<file path="src/hdl/coherence_settings.svh">
// memory system sizes and timing
// word-addressed shared RAM behind the two-core controller
`ifndef COHERENCE_SETTINGS_SVH
`define COHERENCE_SETTINGS_SVH

// word address width
`define ADDR_W 12

// data word width
`define DATA_W 32

// cycles from accepted RAM access to data valid
`define RAM_LATENCY 2

// fixed, array sizes only
`define NUM_CORES 2

`endif

</file>
<file path="src/hdl/coherence_pkg.sv">
// coherence types
// request, response and snoop payloads shared by the controller stages
`include "coherence_settings.svh"

package coherence_pkg;

  typedef enum logic [1:0] {
    REQ_DREAD  = 2'b00,
    REQ_DWRITE = 2'b01,
    REQ_IFETCH = 2'b10
  } req_kind_e;

  // core field is filled in by the arbiter
  typedef struct packed {
    req_kind_e           kind;
    logic                core;
    logic [`ADDR_W-1:0]  addr;
    logic [`DATA_W-1:0]  wdata;
  } mem_req_t;

  // zero for writes
  typedef struct packed {
    logic [`DATA_W-1:0]  rdata;
  } mem_resp_t;

  typedef struct packed {
    logic [`ADDR_W-1:0]  addr;
    logic                inv;
  } snoop_req_t;

  typedef struct packed {
    logic                hit;
    logic                dirty;
    logic [`DATA_W-1:0]  data;
  } snoop_resp_t;

  // snoop stage to RAM stage
  typedef struct packed {
    mem_req_t            req;
    logic                supplied;
    logic [`DATA_W-1:0]  sdata;
  } snoop_result_t;

endpackage

</file>
<file path="src/hdl/bus_arbiter.sv">
// bus arbiter
// one core request per cycle, data requests before instruction fetches,
// alternating priority between the cores within each class
`include "coherence_settings.svh"

module bus_arbiter (
  input  logic                     CLK,
  input  logic                     nRST,
  input  coherence_pkg::mem_req_t  req [`NUM_CORES],
  input  logic [`NUM_CORES-1:0]    req_valid,
  output logic [`NUM_CORES-1:0]    req_ready,
  output coherence_pkg::mem_req_t  grant,
  output logic                     grant_valid,
  input  logic                     grant_ready
);
  import coherence_pkg::*;

  logic [`NUM_CORES-1:0] data_req;
  logic [`NUM_CORES-1:0] fetch_req;
  logic [`NUM_CORES-1:0] cand;
  logic                  any_data;
  logic                  last;
  logic                  win;
  // last winner per class
  logic                  last_data;
  logic                  last_fetch;

  always_comb begin
    for (int i = 0; i < `NUM_CORES; i++) begin
      data_req[i]  = req_valid[i] && (req[i].kind != REQ_IFETCH);
      fetch_req[i] = req_valid[i] && (req[i].kind == REQ_IFETCH);
    end
    any_data = |data_req;
    cand     = any_data ? data_req : fetch_req;
    last     = any_data ? last_data : last_fetch;

    // both ask: the core that lost last time
    if (cand == 2'b11) begin
      win = ~last;
    end else begin
      win = cand[1];
    end

    grant       = req[win];
    grant.core  = win;
    grant_valid = |cand;

    req_ready[0] = grant_ready && grant_valid && !win;
    req_ready[1] = grant_ready && grant_valid && win;
  end

  // start as if core 1 won, so core 0 goes first
  always_ff @(posedge CLK, negedge nRST) begin
    if (!nRST) begin
      last_data  <= 1'b1;
      last_fetch <= 1'b1;
    end else if (grant_valid && grant_ready) begin
      if (any_data) begin
        last_data <= win;
      end else begin
        last_fetch <= win;
      end
    end
  end

endmodule

</file>
<file path="config.mk">
export PLATFORM = sky130hd
export DESIGN_NAME = bus_arbiter
export DESIGN_NICKNAME = d
export VERILOG_FILES = /design/src/hdl/coherence_pkg.sv /design/src/hdl/bus_arbiter.sv
export VERILOG_INCLUDE_DIRS = /design/src /design/src/hdl
export SDC_FILE = /design/constraint.sdc
export NUM_CORES = 1
export LEC_CHECK = 0
export BUFFER_PORTS_ARGS = -buffer_cell sky130_fd_sc_hd__buf_2
export CORE_MARGIN = 8
export CORE_UTILIZATION = 26
export DETAILED_ROUTE_END_ITERATION = 16
export GPL_ROUTABILITY_DRIVEN = 0
export HOLD_SLACK_MARGIN = 0.05
export PLACE_DENSITY = 0.85
export SYNTH_ARGS = -nofsm -noshare
export SYNTH_HDL_FRONTEND = slang
export SYNTH_SLANG_ARGS = --single-unit
</file>
<file path="constraint.sdc">
create_clock -name CLK -period 2 [get_ports CLK]
set_input_delay 0.1 -clock CLK [delete_from_list [all_inputs] [get_ports CLK]]
set_output_delay 0.1 -clock CLK [all_outputs]
set_load 0.02 [all_outputs]
</file>
==> impl_metrics.yaml <==
power:
  clkPwrFrac_pct: 13.4
  p_leak_nw: 0.8711
  seqPwrFrac_pct: 8.5
  switching_share_pct: 45.74
  ir_worst_vdd_mv: 0.2856
  power.density_nw_per_um2: 434.4
  comb_power_share_pct: 78.1
  p_switching_mw: 0.3152
  intPower_mw: 0.3739
timing:
  relSlewSlack_pct: 83.75
  fin_tns_setup_ns: 0
  rsz0062_at_grt: "false"
  hold_viol: 0
  tightest_slew_ns: 0.2437
  final_max_slew_viol_count: 0
  worst_slack_ns: 0.1040
  max_freq_mhz: 527.4
  fin_skew_ns: 0
  period_needed_ns: 1.896
  finalCritPeriodShare_pct: 94.80
  setup_violations: 0
critical_path:
  slowest_stage: "dfstp_2"
  cp-end-kind: "output port"
  cp_data_arrival_time_ns: 1.80
  path_max_fanout: 23
  cp_num_buf_inv: 2
  critPathTopFamily: "flip-flops"
  worstPathRequired_ns: 1.90
  startpoint_type: "flip-flop"
  crit_chain: "nand2_1 -> o21ai_2 -> a31oi_4 -> clkbuf_16 -> mux2_2 -> buf_2"
  worstSetupPathType: "flip-flop to output port"
  cpPeakStageDelay_ns: 0.55
clock_network:
  tritoncts: "built"
  postCtsSetupBuffers: 0
  cts.sinks: 2
  htreeDepth: 1
  clk_pin_slew_worst_paths_ns: 0.03
  cts_resized: 0
  cts.path.max_buffers: 2
  numCtsBuffers: 3
  clk_latency_ns: 0.23
  ctsRootBufferMaster: "clkbuf_4"
worst_hold_path:
  hp-class: "primary input to flip-flop"
drt:
  routed.top_layer: "met4"
  met1_length_um: 1566
  ant_nets: 0
  via_per_inst: 4.612
  drt_iter0_markers: 39
  drcViolationCount: 0
  wl_met2_um: 2323
  wl_met3_um: 381
  dr_total_vias: 1213
  drt_pass1_iterations: 4
  wl_um: 4313
  wl_per_cell_um: 16.40
place:
  hpwlAfterDp_um: 3701
  place_ws_ns: 0.3225
  io_buffers: 146
global_route:
  overflow: 0
  antenna_found_initial: 0
  grt.total_usage_pct: 14.64
  grt_first_pass_wirelength_um: 6120
  grt_pass1_vias: 1197
  grt_max_degree: 47
floorplan:
  die_area_sq_um: 5081
  ios: 149
  fp.dieH_um: 71.28
  die_x_um: 71.28
  initial_core_util_pct: 26.68
  fp-row-count: 20
  core_sq_um: 2978
status:
  outcome: "finished, final reports clean"
synthesis:
  synthDistinctLibCells: 24
  yosysWarnings: 0
  yosysTopAreaCell: "mux2_2"
  netlist_area_sq_um: 794.5
  synth_nets: 183
  avgSynthCellArea_sq_um: 9.458
  ys_seq_area_share_pct: 6.614
  synth.area.top_cells: "mux2_2 (52%), mux2_1 (9.9%), dfstp_2 (6.6%)"
  ys_seq_elements: 2
  synthCells: 84
  yosysTopAreaCellShare_pct: 52.44
finish:
  diodes: 0
  nNetsFinal: 331
  drive_gt1_share_pct: 84.35
  syn2layout_area_growth_pct: 99.68
run:
  max-cap-violations: 0
==> cell usage after synthesis <==
cell type and n:
nand3_1 1, a211oi_1 1, mux2_2 37, o21ai_2 1
and2b_2 1, dfstp_2 2, a31oi_4 1, mux2_1 7
o31ai_1 1, buf_6 4, nor2_1 3, nand2_1 4
and2b_1 1, and2_1 1, nand4_1 1, nand2b_1 1
o21bai_1 1, a21oi_1 5, a31oi_1 1, inv_1 2
buf_2 1, o21ai_0 5, or2_2 1, buf_4 1
==> cells by family (layout without fill, tap and decap cells) <==
logic type / after synthesis / in the layout / share of synthesized area [%]
muxes: 44 / 44 / 62.36
AOI/OAI and AO/OA: 16 / 16 / 13.70
and+or+nand+nor: 14 / 14 / 9.135
buffers and inverters: 8 / 154 / 8.189
DFF: 2 / 2 / 6.614
==> layout by cell type (no fill, tap or decap), types with 2 or more instances in the layout <==
| cell type | count |
|---|---|
| o21ai_0 | 5 |
| mux2_2 | 37 |
| inv_1 | 2 |
| nor2_1 | 3 |
| buf_2 | 146 |
| dfstp_2 | 2 |
| a21oi_1 | 5 |
| mux2_1 | 7 |
| clkbuf_4 | 3 |
| nand2_1 | 4 |
==> flip-flops by register name (all words and copies together), names as in the netlist <==
register and count:
last_data 1, last_fetch 1
==> what timing repair did <==
item	in CTS	in global routing
hold buffers	1	0
endpoints found under the setup margin	0	2
hold endpoints to repair	2	0
==> metal layers <==
metal  vias to the layer above  track usage [%]
met3                         6            4.324
met4                         0            3.926
met5                         -                0
li1                        605                -
met2                        65            27.65
met1                       537            15.14
==> area by class of cell <==
type / instances / area (sq um)
tap: 33 / 41.29
inverter: 2 / 7.507
sequential: 2 / 52.55
timing repair buffer: 149 / 785.8
clock buffer: 3 / 22.52
fill: 291 / 1391
multi-input combinational: 74 / 676.9
==> worst reg2reg max path, delay by kind of cell, from the launching register on <==
kind	cells	cell delay (ns)
flops	1	0.56
compound gates	2	0.36
==> power groups by stage <==
| stage | clock [mW] | combinational (mW) | sequential (mW) |
|---|---|---|---|
| floorplan | 0 | 0.337 | 0.0568 |
| global placement | 0 | 0.519 | 0.0582 |
| detailed placement | 0 | 0.528 | 0.0586 |
| CTS | 0.100 | 0.531 | 0.0583 |
| global route | 0.0968 | 0.576 | 0.0600 |
| finish | 0.0927 | 0.538 | 0.0583 |
==> worst paths after layout <==
path	slack, ns	cells past startpoint	startpoint	endpoint
worst max-delay path	0.10	6	last_data	grant[37]
worst max register to register	0.99	2	last_fetch	last_fetch
worst min register to register	0.52	2	last_data	last_data
min in group asynchronous	0.35	2	nRST	last_data
worst min-delay path	0.14	3	grant_ready	last_data
max in group asynchronous	1.63	2	nRST	last_fetch
==> through the flow <==
stage | utilization (%) | area, sq um | instances | hold WS [ns] | power, mW
floorplan | - | 794.5 | 84 | -0.04784 | 0.3937
global placement | 51.34 | 1529 | 258 | 0.04902 | 0.5772
detailed placement | 51.34 | 1529 | 258 | 0.05470 | 0.5863
CTS | 52.44 | 1562 | 262 | 0.1310 | 0.6898
global route | 53.28 | 1587 | 263 | 0.1714 | 0.7331
finish | 53.28 | 1587 | 263 | 0.1436 | 0.6891
Power figures use the tool's default switching activity.
