===== config.mk =====
export PLATFORM = sky130hd
export DESIGN_NAME = snoop_unit
export DESIGN_NICKNAME = d
export VERILOG_FILES = /design/src/hdl/coherence_pkg.sv /design/src/hdl/snoop_unit.sv
export VERILOG_INCLUDE_DIRS = /design/src /design/src/hdl
export SDC_FILE = /design/constraint.sdc
export NUM_CORES = 1
export LEC_CHECK = 0
export ABC_AREA = 0
export ABC_CLOCK_PERIOD_IN_PS = 5700
export BUFFER_PORTS_ARGS = -buffer_cell sky130_fd_sc_hd__buf_4
export CORE_UTILIZATION = 48
export CTS_CLUSTER_SIZE = 30
export DETAILED_ROUTE_END_ITERATION = 10
export GPL_ROUTABILITY_DRIVEN = 0
export GPL_TIMING_DRIVEN = 0
export HOLD_SLACK_MARGIN = 0.05
export PLACE_DENSITY = 0.86
export SETUP_SLACK_MARGIN = 0.15
export SYNTH_ARGS = -nofsm -noshare
export SYNTH_HDL_FRONTEND = slang
export SYNTH_SLANG_ARGS = --single-unit

===== constraint.sdc =====
create_clock -name CLK -period 5.7 [get_ports CLK]
set_clock_uncertainty 0.2 [all_clocks]
set_input_delay 1.14 -clock CLK [delete_from_list [all_inputs] [get_ports CLK]]
set_output_delay 1.14 -clock CLK [all_outputs]
set_load 0.005 [all_outputs]

===== src/hdl/coherence_settings.svh =====
// memory system sizes and timing
// word-addressed shared RAM behind the two-core controller
`ifndef COHERENCE_SETTINGS_SVH
`define COHERENCE_SETTINGS_SVH

// word address width
`define ADDR_W 12

// data word width
`define DATA_W 32

// cycles from accepted RAM access to data valid
`define RAM_LATENCY 2

// fixed, array sizes only
`define NUM_CORES 2

`endif


===== src/hdl/coherence_pkg.sv =====
// coherence types
// request, response and snoop payloads shared by the controller stages
`include "coherence_settings.svh"

package coherence_pkg;

  typedef enum logic [1:0] {
    REQ_DREAD  = 2'b00,
    REQ_DWRITE = 2'b01,
    REQ_IFETCH = 2'b10
  } req_kind_e;

  // core field is filled in by the arbiter
  typedef struct packed {
    req_kind_e           kind;
    logic                core;
    logic [`ADDR_W-1:0]  addr;
    logic [`DATA_W-1:0]  wdata;
  } mem_req_t;

  // zero for writes
  typedef struct packed {
    logic [`DATA_W-1:0]  rdata;
  } mem_resp_t;

  typedef struct packed {
    logic [`ADDR_W-1:0]  addr;
    logic                inv;
  } snoop_req_t;

  typedef struct packed {
    logic                hit;
    logic                dirty;
    logic [`DATA_W-1:0]  data;
  } snoop_resp_t;

  // snoop stage to RAM stage
  typedef struct packed {
    mem_req_t            req;
    logic                supplied;
    logic [`DATA_W-1:0]  sdata;
  } snoop_result_t;

endpackage


===== src/hdl/snoop_unit.sv =====
// snoop stage
// data requests snoop the other core and wait for its answer,
// instruction fetches pass straight through
`include "coherence_settings.svh"

module snoop_unit (
  input  logic                          CLK,
  input  logic                          nRST,
  input  coherence_pkg::mem_req_t       in_req,
  input  logic                          in_valid,
  output logic                          in_ready,
  output coherence_pkg::snoop_req_t     snoop_req [`NUM_CORES],
  output logic [`NUM_CORES-1:0]         snoop_valid,
  input  logic [`NUM_CORES-1:0]         snoop_ready,
  input  coherence_pkg::snoop_resp_t    snoop_resp [`NUM_CORES],
  input  logic [`NUM_CORES-1:0]         snoop_resp_valid,
  output coherence_pkg::snoop_result_t  result,
  output logic                          result_valid,
  input  logic                          result_ready
);
  import coherence_pkg::*;

  typedef enum logic [1:0] {S_IDLE, S_ISSUE, S_WAIT, S_FWD} state_e;

  state_e             state;
  state_e             state_next;
  mem_req_t           req_q;
  logic               supplied_q;
  logic [`DATA_W-1:0] sdata_q;
  logic               other;
  logic               is_fetch;
  logic               answer;

  assign other    = ~req_q.core;
  assign is_fetch = (in_req.kind == REQ_IFETCH);

  always_comb begin
    state_next   = state;
    in_ready     = 1'b0;
    result_valid = 1'b0;
    snoop_valid  = '0;
    answer       = 1'b0;
    result.req      = req_q;
    result.supplied = supplied_q;
    result.sdata    = sdata_q;
    for (int i = 0; i < `NUM_CORES; i++) begin
      snoop_req[i].addr = req_q.addr;
      snoop_req[i].inv  = (req_q.kind == REQ_DWRITE);
    end

    case (state)
      S_IDLE: begin
        if (is_fetch) begin
          // fetch bypass
          result.req      = in_req;
          result.supplied = 1'b0;
          result.sdata    = '0;
          result_valid    = in_valid;
          in_ready        = result_ready;
        end else begin
          in_ready = 1'b1;
          if (in_valid) begin
            state_next = S_ISSUE;
          end
        end
      end
      S_ISSUE: begin
        snoop_valid[other] = 1'b1;
        if (snoop_ready[other]) begin
          // answer may come with the accept
          answer     = snoop_resp_valid[other];
          state_next = answer ? S_FWD : S_WAIT;
        end
      end
      S_WAIT: begin
        answer = snoop_resp_valid[other];
        if (answer) begin
          state_next = S_FWD;
        end
      end
      default: begin
        result_valid = 1'b1;
        if (result_ready) begin
          state_next = S_IDLE;
        end
      end
    endcase
  end

  always_ff @(posedge CLK, negedge nRST) begin
    if (!nRST) begin
      state <= S_IDLE;
    end else begin
      state <= state_next;
    end
  end

  always_ff @(posedge CLK) begin
    if (state == S_IDLE && in_valid && !is_fetch) begin
      req_q <= in_req;
    end
    // only a dirty hit on a read supplies data
    if (answer) begin
      supplied_q <= (req_q.kind == REQ_DREAD) && snoop_resp[other].hit &&
                    snoop_resp[other].dirty;
      sdata_q    <= snoop_resp[other].data;
    end
  end

endmodule


==> key figures <==
Worst setup path
  – CP Cell Sequence: buf_4 -> and2b_1 -> nand2_2 -> buf_2 -> mux2_2 -> buf_4
  – Buf/Inv on CP: 3
  – CP Class: input port to primary output
  – CP max stage delay: 0.37 ns
  – CP arrival: 2.38 ns
  – Critical Path RT: 4.36 ns
  – Critical Path End Type: primary output
  – Slowest library cell on the worst path: mux2_2
  – Critical Path Fanout Max: 10
  – CP Launch Type: input port
  – Delay-heaviest family, CP: buffers and inverters
  – Cell mode on critical path: buf_4

Drt
  – Initial DRC count: 62
  – Routed via count: 3003
  – DRT Pass-1 Iters: 4
  – Post-route ant nets: 0
  – Per-cell routed wire length: 16.0 µm
  – Vias per inst: 4.80
  – DRT Wirelength: 10.0 mm
  – DRC viols: 0

Synthesis
  – Synthesized area: 0.00406 mm²
  – Avg Cell Area, Syn: 15.2 µm²
  – Syn Nets: 397
  – Synth warn: 0
  – Synth Instances: 268
  – Number of synthesized register bits: 82
  – Yosys cell types: 27
  – Register area share after synthesis: 0.603

Power
  – Sw Pwr: 555 µW
  – Peak VDD IR: 194 µV
  – Internal: 1.51 mW
  – Sw Share: 0.269
  – Power share of the clock group: 0.215
  – P_leak: 2.69 nW
  – Power Dens Cells: 333 mW/mm²
  – Seq pwr share: 0.404
  – Comb power frac: 0.380

Layout
  – Share of cells above drive strength 1: 0.700
  – Final non-filler cell total: 625
  – Design area: 0.00620 mm²
  – Area Growth Syn to Fin: 52.6%
  – Diode count: 0
  – Post-layout util: 0.755
  – Nets: 644

Timing
  – Slew HR: 0.741
  – Fmax: 269 MHz
  – Final Hold Viols: 0
  – Final WS setup: 1.98 ns
  – Final period util: 0.652
  – RSZ-0062 raised after global routing: false
  – Worst slew pin tran: 0.377 ns
  – Final setup fails: 0
  – Setup Total Neg Slack: 0 ns
  – Slew Limit Fails: 0
  – Post-layout min period: 3.72 ns

GRT
  – First-pass GRT wire length: 14.5 mm
  – Antenna violations before repair: 0
  – Vias in the first global route: 2983
  – Largest net degree at the start of global routing: 43
  – Global route total overflow: 0
  – Gr usage total: 0.221

Status
  – Outcome: finished, final reports clean

Clock network
  – CTS tree: yes
  – Clk Latency, worst-skew pair: 0.33 ns
  – Hold_buf cts: 0
  – CTS Sinks: 82
  – Clock transition at path regs: 0.08 ns
  – Num CTS Buffers: 9
  – Number of H-tree levels: 3
  – Post-CTS Setup Bufs: 0
  – Root buf cell: clkbuf_8
  – Clock buffer depth: 2
  – Post-CTS resize count: 0

Placed design
  – DPL Wire Length: 7.84 mm
  – Placed Area: 0.00600 mm²
  – Pre-CTS setup slack: 1.95 ns
  – Placed Cells: 609
  – PortBufs: 232

Floorplan
  – Rows: 33
  – DIE HEIGHT: 94.0 µm
  – Core box area: 0.00822 mm²
  – Starting Density: 0.495
  – Full die area: 0.00884 mm²
  – Die W: 94.0 µm
  – I/O pin total: 233

Run
  – Max Cap Viol: 0

Worst hold path
  – Hold Path Class: input port to async pin
-- metal layers --
layer,global-route usage,part of all wire,vias up
li1,-,-,1445
met1,0.230,0.36,1408
met2,0.416,0.54,139
met3,0.0696,0.085,11
met4,0.0692,0.013,0
met5,0,0,-
-- state kept, by name (all words and copies together), names as in the netlist --
| register | flops |
|---|---|
| req_q | 35 |
| sdata_q | 32 |
| snoop_req | 12 |
| state | 2 |
| supplied_q | 1 |
-- worst register-to-register path, cell delays in order (launching register included) --
cell,delay [ns]
dfrtp_1,0.44
inv_1,0.13
ha_1,0.24
a21oi_1,0.07
nor3b_2,0.27
buf_6,0.22
buf_8,0.17
-- per-stage QoR --
stage / total power [mW] / hold WS, ns
2_1_floorplan: 1.22 / 0.317
3_3_place_gp: 1.59 / 0.339
3_5_place_dp: 1.64 / 0.372
4_1_cts: 2.08 / 0.359
5_1_grt: 2.17 / 0.354
6_report: 2.06 / 0.374
-- cell type report --
type	instances	area (µm²)
flip-flops and latches	82	2450
repair buffers	236	1800
multi-input cells	145	1350
clock buffers	13	139
fillers	543	2010
clock inverters	3	63.8
plain buffers	37	254
well taps	105	131
inverters	4	15.0
-- path summary, 6_finish.rpt --
| kind | to | start | slack, ns | cells after the start |
|---|---|---|---|---|
| max | result[45] | in_req[46] | 1.98 | 6 |
| min reg2reg | state[1]$_DFFE_PN0P_ | state[1]$_DFFE_PN0P_ | 0.39 | 1 |
| min | state[1]$_DFFE_PN0P_ | nRST | 0.37 | 1 |
| min in group CLK | state[1]$_DFFE_PN0P_ | state[1]$_DFFE_PN0P_ | 0.39 | 1 |
| max in group asynchronous | state[0]$_DFFE_PN0P_ | nRST | 4.84 | 1 |
| max reg2reg | sdata_q[25]$_DFFE_PP_ | state[0]$_DFFE_PN0P_ | 3.67 | 6 |
-- cell usage in the layout (no fill, tap or decap), types with 3 or more instances in the layout --
cell type and n:
buf_4 261, edfxtp_1 80, mux2_2 78, and2_1 35
clkbuf_8 9, clkbuf_1 7, ha_1 6, buf_2 5
inv_1 4, o21ai_0 3, nor2_1 3
-- logic make-up (layout without fill, tap and decap cells) --
kind of cell | count (synthesis) | count (layout) | synth area share
adder cells (fa/ha/maj) | 6 | 6 | 0.0185
AND/OR/NAND/NOR | 50 | 50 | 0.0742
flip-flops | 82 | 82 | 0.603
AO/OA/AOI/OAI | 8 | 8 | 0.0135
multiplexers | 81 | 81 | 0.224
buffers and inverters | 41 | 293 | 0.0662
-- power groups by stage --
stage	clock network, mW	logic, mW	registers (mW)
floorplan	0	0.374	0.844
global placement	0	0.739	0.854
detailed placement	0	0.789	0.850
CTS	0.452	0.793	0.836
global route	0.472	0.852	0.845
finish	0.444	0.785	0.835
-- cell usage after synthesis --
library cell	n	area, µm²
a21oi_1	1	5.00
a21oi_2	1	8.76
a31oi_1	1	6.26
and2_1	35	219
and2b_1	1	7.51
and3_1	1	6.26
buf_2	5	25.0
buf_4	29	218
clkbuf_1	3	11.3
dfrtp_1	2	50.1
edfxtp_1	80	2400
ha_1	6	75.1
inv_1	4	15.0
mux2_1	2	22.5
mux2_2	78	878
mux2i_1	1	10.0
nand2_1	1	3.75
nand2_2	1	6.26
nand2b_1	2	12.5
nand3_1	1	5.00
nor2_1	3	11.3
nor2b_1	2	12.5
nor3_1	2	10.0
nor3b_1	1	7.51
o211ai_2	1	12.5
o21a_1	1	7.51
o21ai_0	3	15.0
(Power assumes the default switching activity.)
