--- src/hdl/coherence_settings.svh ---
// memory system sizes and timing
// word-addressed shared RAM behind the two-core controller
`ifndef COHERENCE_SETTINGS_SVH
`define COHERENCE_SETTINGS_SVH

// word address width
`define ADDR_W 12

// data word width
`define DATA_W 32

// cycles from accepted RAM access to data valid
`define RAM_LATENCY 2

// fixed, array sizes only
`define NUM_CORES 2

`endif

--- src/hdl/coherence_pkg.sv ---
// coherence types
// request, response and snoop payloads shared by the controller stages
`include "coherence_settings.svh"

package coherence_pkg;

  typedef enum logic [1:0] {
    REQ_DREAD  = 2'b00,
    REQ_DWRITE = 2'b01,
    REQ_IFETCH = 2'b10
  } req_kind_e;

  // core field is filled in by the arbiter
  typedef struct packed {
    req_kind_e           kind;
    logic                core;
    logic [`ADDR_W-1:0]  addr;
    logic [`DATA_W-1:0]  wdata;
  } mem_req_t;

  // zero for writes
  typedef struct packed {
    logic [`DATA_W-1:0]  rdata;
  } mem_resp_t;

  typedef struct packed {
    logic [`ADDR_W-1:0]  addr;
    logic                inv;
  } snoop_req_t;

  typedef struct packed {
    logic                hit;
    logic                dirty;
    logic [`DATA_W-1:0]  data;
  } snoop_resp_t;

  // snoop stage to RAM stage
  typedef struct packed {
    mem_req_t            req;
    logic                supplied;
    logic [`DATA_W-1:0]  sdata;
  } snoop_result_t;

endpackage

--- src/hdl/ram_sequencer.sv ---
// RAM stage
// runs the write-back of supplied dirty data, then the request's own
// access, and holds the response for the requesting core
`include "coherence_settings.svh"

module ram_sequencer (
  input  logic                          CLK,
  input  logic                          nRST,
  input  coherence_pkg::snoop_result_t  in_result,
  input  logic                          in_valid,
  output logic                          in_ready,
  output logic [`ADDR_W-1:0]            ram_addr,
  output logic [`DATA_W-1:0]            ram_wdata,
  output logic                          ram_wen,
  output logic                          ram_en,
  input  logic [`DATA_W-1:0]            ram_rdata,
  input  logic                          ram_rvalid,
  output coherence_pkg::mem_resp_t      resp [`NUM_CORES],
  output logic [`NUM_CORES-1:0]         resp_valid,
  input  logic [`NUM_CORES-1:0]         resp_ready
);
  import coherence_pkg::*;

  typedef enum logic [2:0] {
    Q_IDLE, Q_WB, Q_WB_WAIT, Q_ACC, Q_ACC_WAIT, Q_RESP
  } state_e;

  state_e        state;
  snoop_result_t cur_q;
  mem_resp_t     resp_q;

  assign in_ready  = (state == Q_IDLE);
  // one-cycle start pulse per access
  assign ram_en    = (state == Q_WB) || (state == Q_ACC);
  assign ram_wen   = (state == Q_WB) ||
                     (state == Q_ACC && cur_q.req.kind == REQ_DWRITE);
  assign ram_addr  = cur_q.req.addr;
  assign ram_wdata = (state == Q_WB) ? cur_q.sdata : cur_q.req.wdata;

  always_comb begin
    resp_valid = '0;
    for (int i = 0; i < `NUM_CORES; i++) begin
      resp[i] = resp_q;
    end
    resp_valid[cur_q.req.core] = (state == Q_RESP);
  end

  always_ff @(posedge CLK, negedge nRST) begin
    if (!nRST) begin
      state <= Q_IDLE;
    end else begin
      case (state)
        Q_IDLE: begin
          if (in_valid) begin
            state <= in_result.supplied ? Q_WB : Q_ACC;
          end
        end
        Q_WB:       state <= Q_WB_WAIT;
        Q_WB_WAIT:  if (ram_rvalid) state <= Q_ACC;
        Q_ACC:      state <= Q_ACC_WAIT;
        Q_ACC_WAIT: if (ram_rvalid) state <= Q_RESP;
        default: begin
          if (resp_ready[cur_q.req.core]) begin
            state <= Q_IDLE;
          end
        end
      endcase
    end
  end

  always_ff @(posedge CLK) begin
    if (in_valid && in_ready) begin
      cur_q <= in_result;
    end
    if (state == Q_ACC_WAIT && ram_rvalid) begin
      if (cur_q.req.kind == REQ_DWRITE) begin
        resp_q.rdata <= '0;
      end else if (cur_q.supplied) begin
        // cache-to-cache word wins over RAM
        resp_q.rdata <= cur_q.sdata;
      end else begin
        resp_q.rdata <= ram_rdata;
      end
    end
  end

endmodule

--- config.mk ---
export PLATFORM = sky130hd
export DESIGN_NAME = ram_sequencer
export DESIGN_NICKNAME = d
export VERILOG_FILES = /design/src/hdl/coherence_pkg.sv /design/src/hdl/ram_sequencer.sv
export VERILOG_INCLUDE_DIRS = /design/src /design/src/hdl
export SDC_FILE = /design/constraint.sdc
export NUM_CORES = 1
export LEC_CHECK = 0
export ABC_AREA = 0
export BUFFER_PORTS_ARGS = -buffer_cell sky130_fd_sc_hd__buf_2
export CORE_ASPECT_RATIO = 2
export CORE_UTILIZATION = 29
export DETAILED_ROUTE_END_ITERATION = 10
export HOLD_SLACK_MARGIN = 0.03
export PLACE_DENSITY = 0.58
export SETUP_SLACK_MARGIN = 0.4
export SLEW_MARGIN = 20
export SYNTH_ARGS = -nofsm -noshare
export SYNTH_HDL_FRONTEND = slang
export SYNTH_SLANG_ARGS = --single-unit
--- constraint.sdc ---
create_clock -name CLK -period 3.7 [get_ports CLK]
set_input_delay 0.555 -clock CLK [delete_from_list [all_inputs] [get_ports CLK]]
set_output_delay 0.555 -clock CLK [all_outputs]
set_load 0.02 [all_outputs]
==> impl_metrics.json, run 1 <==
{
  "status": "finished clean",
  "rsz0062_at_grt": "false",
  "yosysMostFrequentCell": "edfxtp_1",
  "path_max_fanout": 32,
  "fin_skew_ns": 0.00988,
  "cts_buffers": 17,
  "ys_types": 26,
  "initial_core_util": 0.296,
  "io_buffers": 230,
  "synth-edff-count": 112,
  "ys_ff_latch": 115,
  "finalCriticalPeriod_ns": 2.83,
  "totalWireLength_um": 11500,
  "gp_congestion": 0.756,
  "drv_slew": 0,
  "final_area_um2": 6510,
  "setup_viol": 0,
  "grt_max_degree": 81,
  "dpl_cell_area_um2": 5970,
  "clkLatencyLatePin_ns": 0.40,
  "yosysWarnings": 0,
  "die_w_um": 94.5,
  "n_fill_cell": 1644,
  "track_usage": 0.133,
  "period_share": 0.766,
  "whs_path_depth": 1,
  "rows": 67,
  "min_from": "in_result[25]",
  "synth_commonest_cells": "112 x edfxtp_1, 45 x buf_4, 34 x mux2i_1",
  "ant_nets": 0,
  "synth_cells": 290,
  "rr_startpoint": "state[1]",
  "reg2regPathDepth": 3,
  "clock_sinks": 115,
  "tightest_slew_ns": 0.842,
  "drt_pass1_iterations": 5,
  "clk_pin_slew_ns": 0.05,
  "fmax_mhz": 353,
  "ctsRootBufferMaster": "clkbuf_16",
  "cp.required_ns": 3.14,
  "ir_drop_v": 0.000391,
  "grt_pass1_wl_um": 16900,
  "overflow": 0,
  "pre_cts_ws_ns": 1.26,
  "r2r_end": "cur_q[40]",
  "vias": 3012,
  "drc": 0,
  "pin_count": 231,
  "synth_top_area_frac": 0.678,
  "p_per_area_nw_per_um2": 679,
  "p_leak_nw": 2.83,
  "avgSynthCellArea_um2": 17.1,
  "clockBufferDepth": 2,
  "reg2reg_slack_ns": 1.74,
  "syn_nets": 408,
  "synth_area_leaders": "edfxtp_1 68%, mux2_4 9.1%, mux2i_1 6.9%",
  "yosysTopAreaCell": "edfxtp_1",
  "async_reset_ff_frac": 0.0261,
  "fin_nets": 606,
  "detail_route.wl_per_cell_um": 16.2,
  "slew_headroom": 0.439,
  "die_h_um": 187,
  "holdPathEnd": "cur_q[25]",
  "grt_pass1_vias": 3178,
  "hold_path_class": "in -> reg",
  "cts_setup_buffers": 0,
  "maxCapViolations": 0,
  "drt_iter0_drc": 65,
  "critical_path_arrival_ns": 2.28,
  "place_hpwl_um": 8240,
  "syn_to_final_growth_pct": 31.3,
  "synth.yosys.seq_area_share": 0.694,
  "drive_gt1_frac": 0.593,
  "endpoint_kind": "output pin",
  "final.setup.worst_slack_ns": 0.865,
  "die_area_um2": 17700,
  "hold_viol": 0,
  "cts_tree": "built",
  "antenna_found_initial": 1,
  "worstSetupPathType": "reg -> out",
  "h-tree-depth": 4,
  "drt-vias-per-instance": 4.26,
  "cp-start-kind": "flop",
  "core_um2": 16800,
  "tns_ns": 0,
  "syn_area_um2": 4960,
  "synth_ff_type": "edfxtp_1"
}
[flip-flops by register name (all words and copies together), names as in the netlist]
| signal | cells |
|---|---|
| cur_q | 68 |
| state | 3 |
| resp_q | 32 |
| ram_addr | 12 |
[routing by layer]
layer / vias to the layer above / wire, µm / GRT usage
met1: 1454 / 4040 / 0.131
met2: 125 / 6650 / 0.244
met5: - / 0 / 0
li1: 1415 / - / -
met3: 18 / 483 / 0.0301
met4: 0 / 302 / 0.0781
[logic make-up (layout without fill, tap and decap cells)]
group | count (synthesis) | after routing | share of synthesized area
flops | 115 | 115 | 0.694
mux | 66 | 66 | 0.164
simple gates | 48 | 48 | 0.0495
buf+inv | 58 | 267 | 0.0888
other cells | 0 | 1 | 0
compound gates | 3 | 3 | 0.00404
[cell usage in the layout, fill, tap and decap left out, drive strengths merged, types with 2 or more instances in the layout]
cell type,n
and3,2
buf,234
clkbuf,19
clkinv,10
dfrtp,3
edfxtp,112
inv,2
mux2,32
mux2i,34
nand2,3
nand2b,2
nor2,34
nor3,2
[cell type report]
type	count	area (µm²)	area share
Multi-Input combinational cell	117	1090	0.167
Clock inverter	11	71.3	0.0110
Sequential cell	115	3440	0.528
Clock buffer	19	433	0.0665
Inverter	2	7.51	0.00115
Tap cell	207	259	0.0398
Timing Repair Buffer	235	1210	0.186
Antenna cell	1	2.50	0.000384
[worst max-delay path, cell delays in order, from the launching register on]
cell,delay (ns)
dfrtp_1,0.45
nand2b_4,0.20
nor2_8,0.65
mux2_2,0.40
buf_2,0.16
[stage by stage]
step	instances	util	hold slack, ns	total power [W]
floorplan	290	-	0.259	0.00274
CTS	705	0.387	0.297	0.00448
finish	707	0.388	0.325	0.00442
global placement	674	0.356	0.353	0.00301
detailed placement	674	0.356	0.356	0.00304
global route	707	0.388	0.304	0.00463
[repair_timing]
action,CTS,global route
gates resized for setup,0,0
hold buffers,1,0
hold endpoints to repair,3,0
[power by group]
| part | internal [W] | switching, W | leakage [nW] |
|---|---|---|---|
| Clock | 0.000891 | 0.000523 | 0.249 |
| Combinational | 0.000485 | 0.000703 | 1.52 |
| Sequential | 0.00171 | 0.000110 | 1.06 |
| Total | 0.00308 | 0.00134 | 2.83 |
[worst max path at each step]
stage,start,end,slack (ns),depth (start not counted)
floorplan,state[1],cur_q[0],1.07,3
CTS,state[2],ram_wdata[31],0.81,4
global placement,state[2],ram_wdata[31],1.30,4
finish,state[2],ram_wdata[31],0.87,4
detailed placement,state[2],ram_wdata[31],1.26,4
global route,state[2],ram_wdata[0],0.74,4
(Power assumes the default switching activity.)
==> inputs of run 2 (changes only) <==
PLACE_DENSITY = 0.6   (was 0.58)
clock period = 2.6 ns   (was 3.7 ns; I/O delays follow)
==> run 2 against run 1 <==
Effect of this change: clock-buffer cell count increased by 1; global-route usage rose by 1.4 points; final area grew 4.7%; combinational power grew 70%; critical path depth is 2 higher; clock power rose by 51%; hold slack got worse by 0.17 ns; total power increased by 52%; via count rose by 3.1%; largest power group unchanged.
==> impl_metrics.json, run 2 (synthesis results as in run 1) <==
{
  "status": "finished clean",
  "clkLatencyLatePin_ns": 0.41,
  "place_hpwl_um": 9110,
  "cp.required_ns": 2.21,
  "drt_pass1_iterations": 4,
  "grt_pass1_vias": 3375,
  "mostFrequentLayoutCells": "218 x buf_2, 112 x edfxtp_1, 34 x mux2i_1, 32 x nor2_1, 31 x mux2_4",
  "maxCapViolations": 0,
  "crit_chain": "nand2b_4 > nor2_8 > buf_12 > buf_16 > mux2_4 > buf_2",
  "tightest_slew_ns": 0.817,
  "rsz0062_at_grt": "true",
  "pin_count": 231,
  "fin_skew_ns": 0.0102,
  "p_leak_nw": 2.96,
  "regMostFlops": "cur_q",
  "ir_drop_v": 0.000528,
  "initial_core_util": 0.296,
  "p_per_area_nw_per_um2": 989,
  "slowest_stage": "dfrtp_2",
  "die_area_um2": 17700,
  "ctsRootBufferMaster": "clkbuf_16",
  "detail_route.wl_per_cell_um": 17.4,
  "die_w_um": 94.5,
  "path_delay_family": "buffers and inverters",
  "drt-vias-per-instance": 4.31,
  "critical_path_arrival_ns": 1.84,
  "syn_to_final_growth_pct": 37.5,
  "die_h_um": 187,
  "combinationalPowerShare": 0.299,
  "cp-start-kind": "flop",
  "antenna_found_initial": 3,
  "slew_headroom": 0.455,
  "gp_congestion": 0.782,
  "clk_pin_slew_ns": 0.05,
  "fmax_mhz": 448,
  "totalWireLength_um": 12500,
  "ant_nets": 0,
  "setup_viol": 0,
  "final.setup.worst_slack_ns": 0.370,
  "clockBufferDepth": 2,
  "power.switching_w": 0.00200,
  "worstSetupPathType": "reg -> out",
  "io_buffers": 230,
  "cts_buffers": 17,
  "fin_nets": 618,
  "hold_path_class": "in -> reg",
  "switching_share": 0.297,
  "grt_max_degree": 41,
  "p_int_w": 0.00474,
  "rows": 67,
  "cts_tree": "built",
  "path_buf_inv": 3,
  "period_share": 0.858,
  "power.total_w": 0.00674,
  "clock_sinks": 115,
  "path_max_fanout": 5,
  "tns_ns": 0,
  "drt_iter0_drc": 88,
  "drv_slew": 0,
  "seq_power_share": 0.385,
  "vias": 3105,
  "hold_viol": 0,
  "h-tree-depth": 4,
  "power_frac_clock": 0.316,
  "drc": 0,
  "finalCriticalPeriod_ns": 2.23,
  "core_um2": 16800,
  "max_stage_delay_ns": 0.40,
  "pre_cts_ws_ns": 0.609,
  "largest_register_ffs": 68,
  "reg2reg_slack_ns": 0.73,
  "overflow": 0,
  "drive_gt1_frac": 0.611,
  "grt_pass1_wl_um": 18300,
  "final_common_cell": "buf_2",
  "endpoint_kind": "output pin",
  "track_usage": 0.147
}
run 2: cell count changes in the layout (fill, tap and decap cells not counted), sizes merged:
cell    change
clkinv      -2
diode       +1
clkbuf      +2
bufinv      +1
buf        +11
run 2: final timing paths:
check	from	to	depth (start not counted)
min reg2reg	cur_q[1]	resp_q[1]	2
max reg2reg	state[2]	cur_q[5]	4
max in group asynchronous	nRST	state[1]	2
max	state[2]	ram_wdata[10]	6
min	in_result[69]	ram_addr[4]	1
min in group asynchronous	nRST	state[0]	2
run 2: stage by stage:
step                      cell area, µm²  hold WS [ns]  utilization  cells
final                               6820         0.152        0.407    720
after global routing                6820         0.128        0.407    720
after CTS                           6720         0.125        0.401    714
after detailed placement            6010         0.189        0.359    678
after global placement              6010         0.188        0.359    678
after floorplan                     4960        0.0944            -    290
run 2: what timing repair did:
action | CTS | global route
gates resized for setup | 27 | 9
endpoints found under the hold margin | 3 | 0
setup buffers | 3 | 3
pin swaps | 0 | 0
hold buffers | 1 | 0
cloned | 2 | 1
endpoints found under the setup margin | 32 | 28
run 2: layout make-up:
type / count / area (µm²)
clock buffers: 20 / 437
multi-input cells: 117 / 1100
inverters: 2 / 7.51
clock inverters: 10 / 92.6
well taps: 207 / 259
fillers: 1634 / 9950
repair buffers: 247 / 1480
diodes: 2 / 5.00
flip-flops and latches: 115 / 3440
run 2: per-layer routing:
layer / GRT usage / share of wire / routed length, µm
met1: 0.135 / 0.33 / 4160
met2: 0.272 / 0.58 / 7300
met3: 0.0337 / 0.044 / 550
met4: 0.102 / 0.040 / 505
met5: 0 / 0.0010 / 13
run 2: power groups by stage:
stage	clock (W)	sequential [W]	combinational [W]
floorplan	0	0.00262	0.00129
global placement	0	0.00262	0.00170
detailed placement	0	0.00264	0.00173
CTS	0.00219	0.00260	0.00195
global route	0.00227	0.00263	0.00214
finish	0.00213	0.00259	0.00202
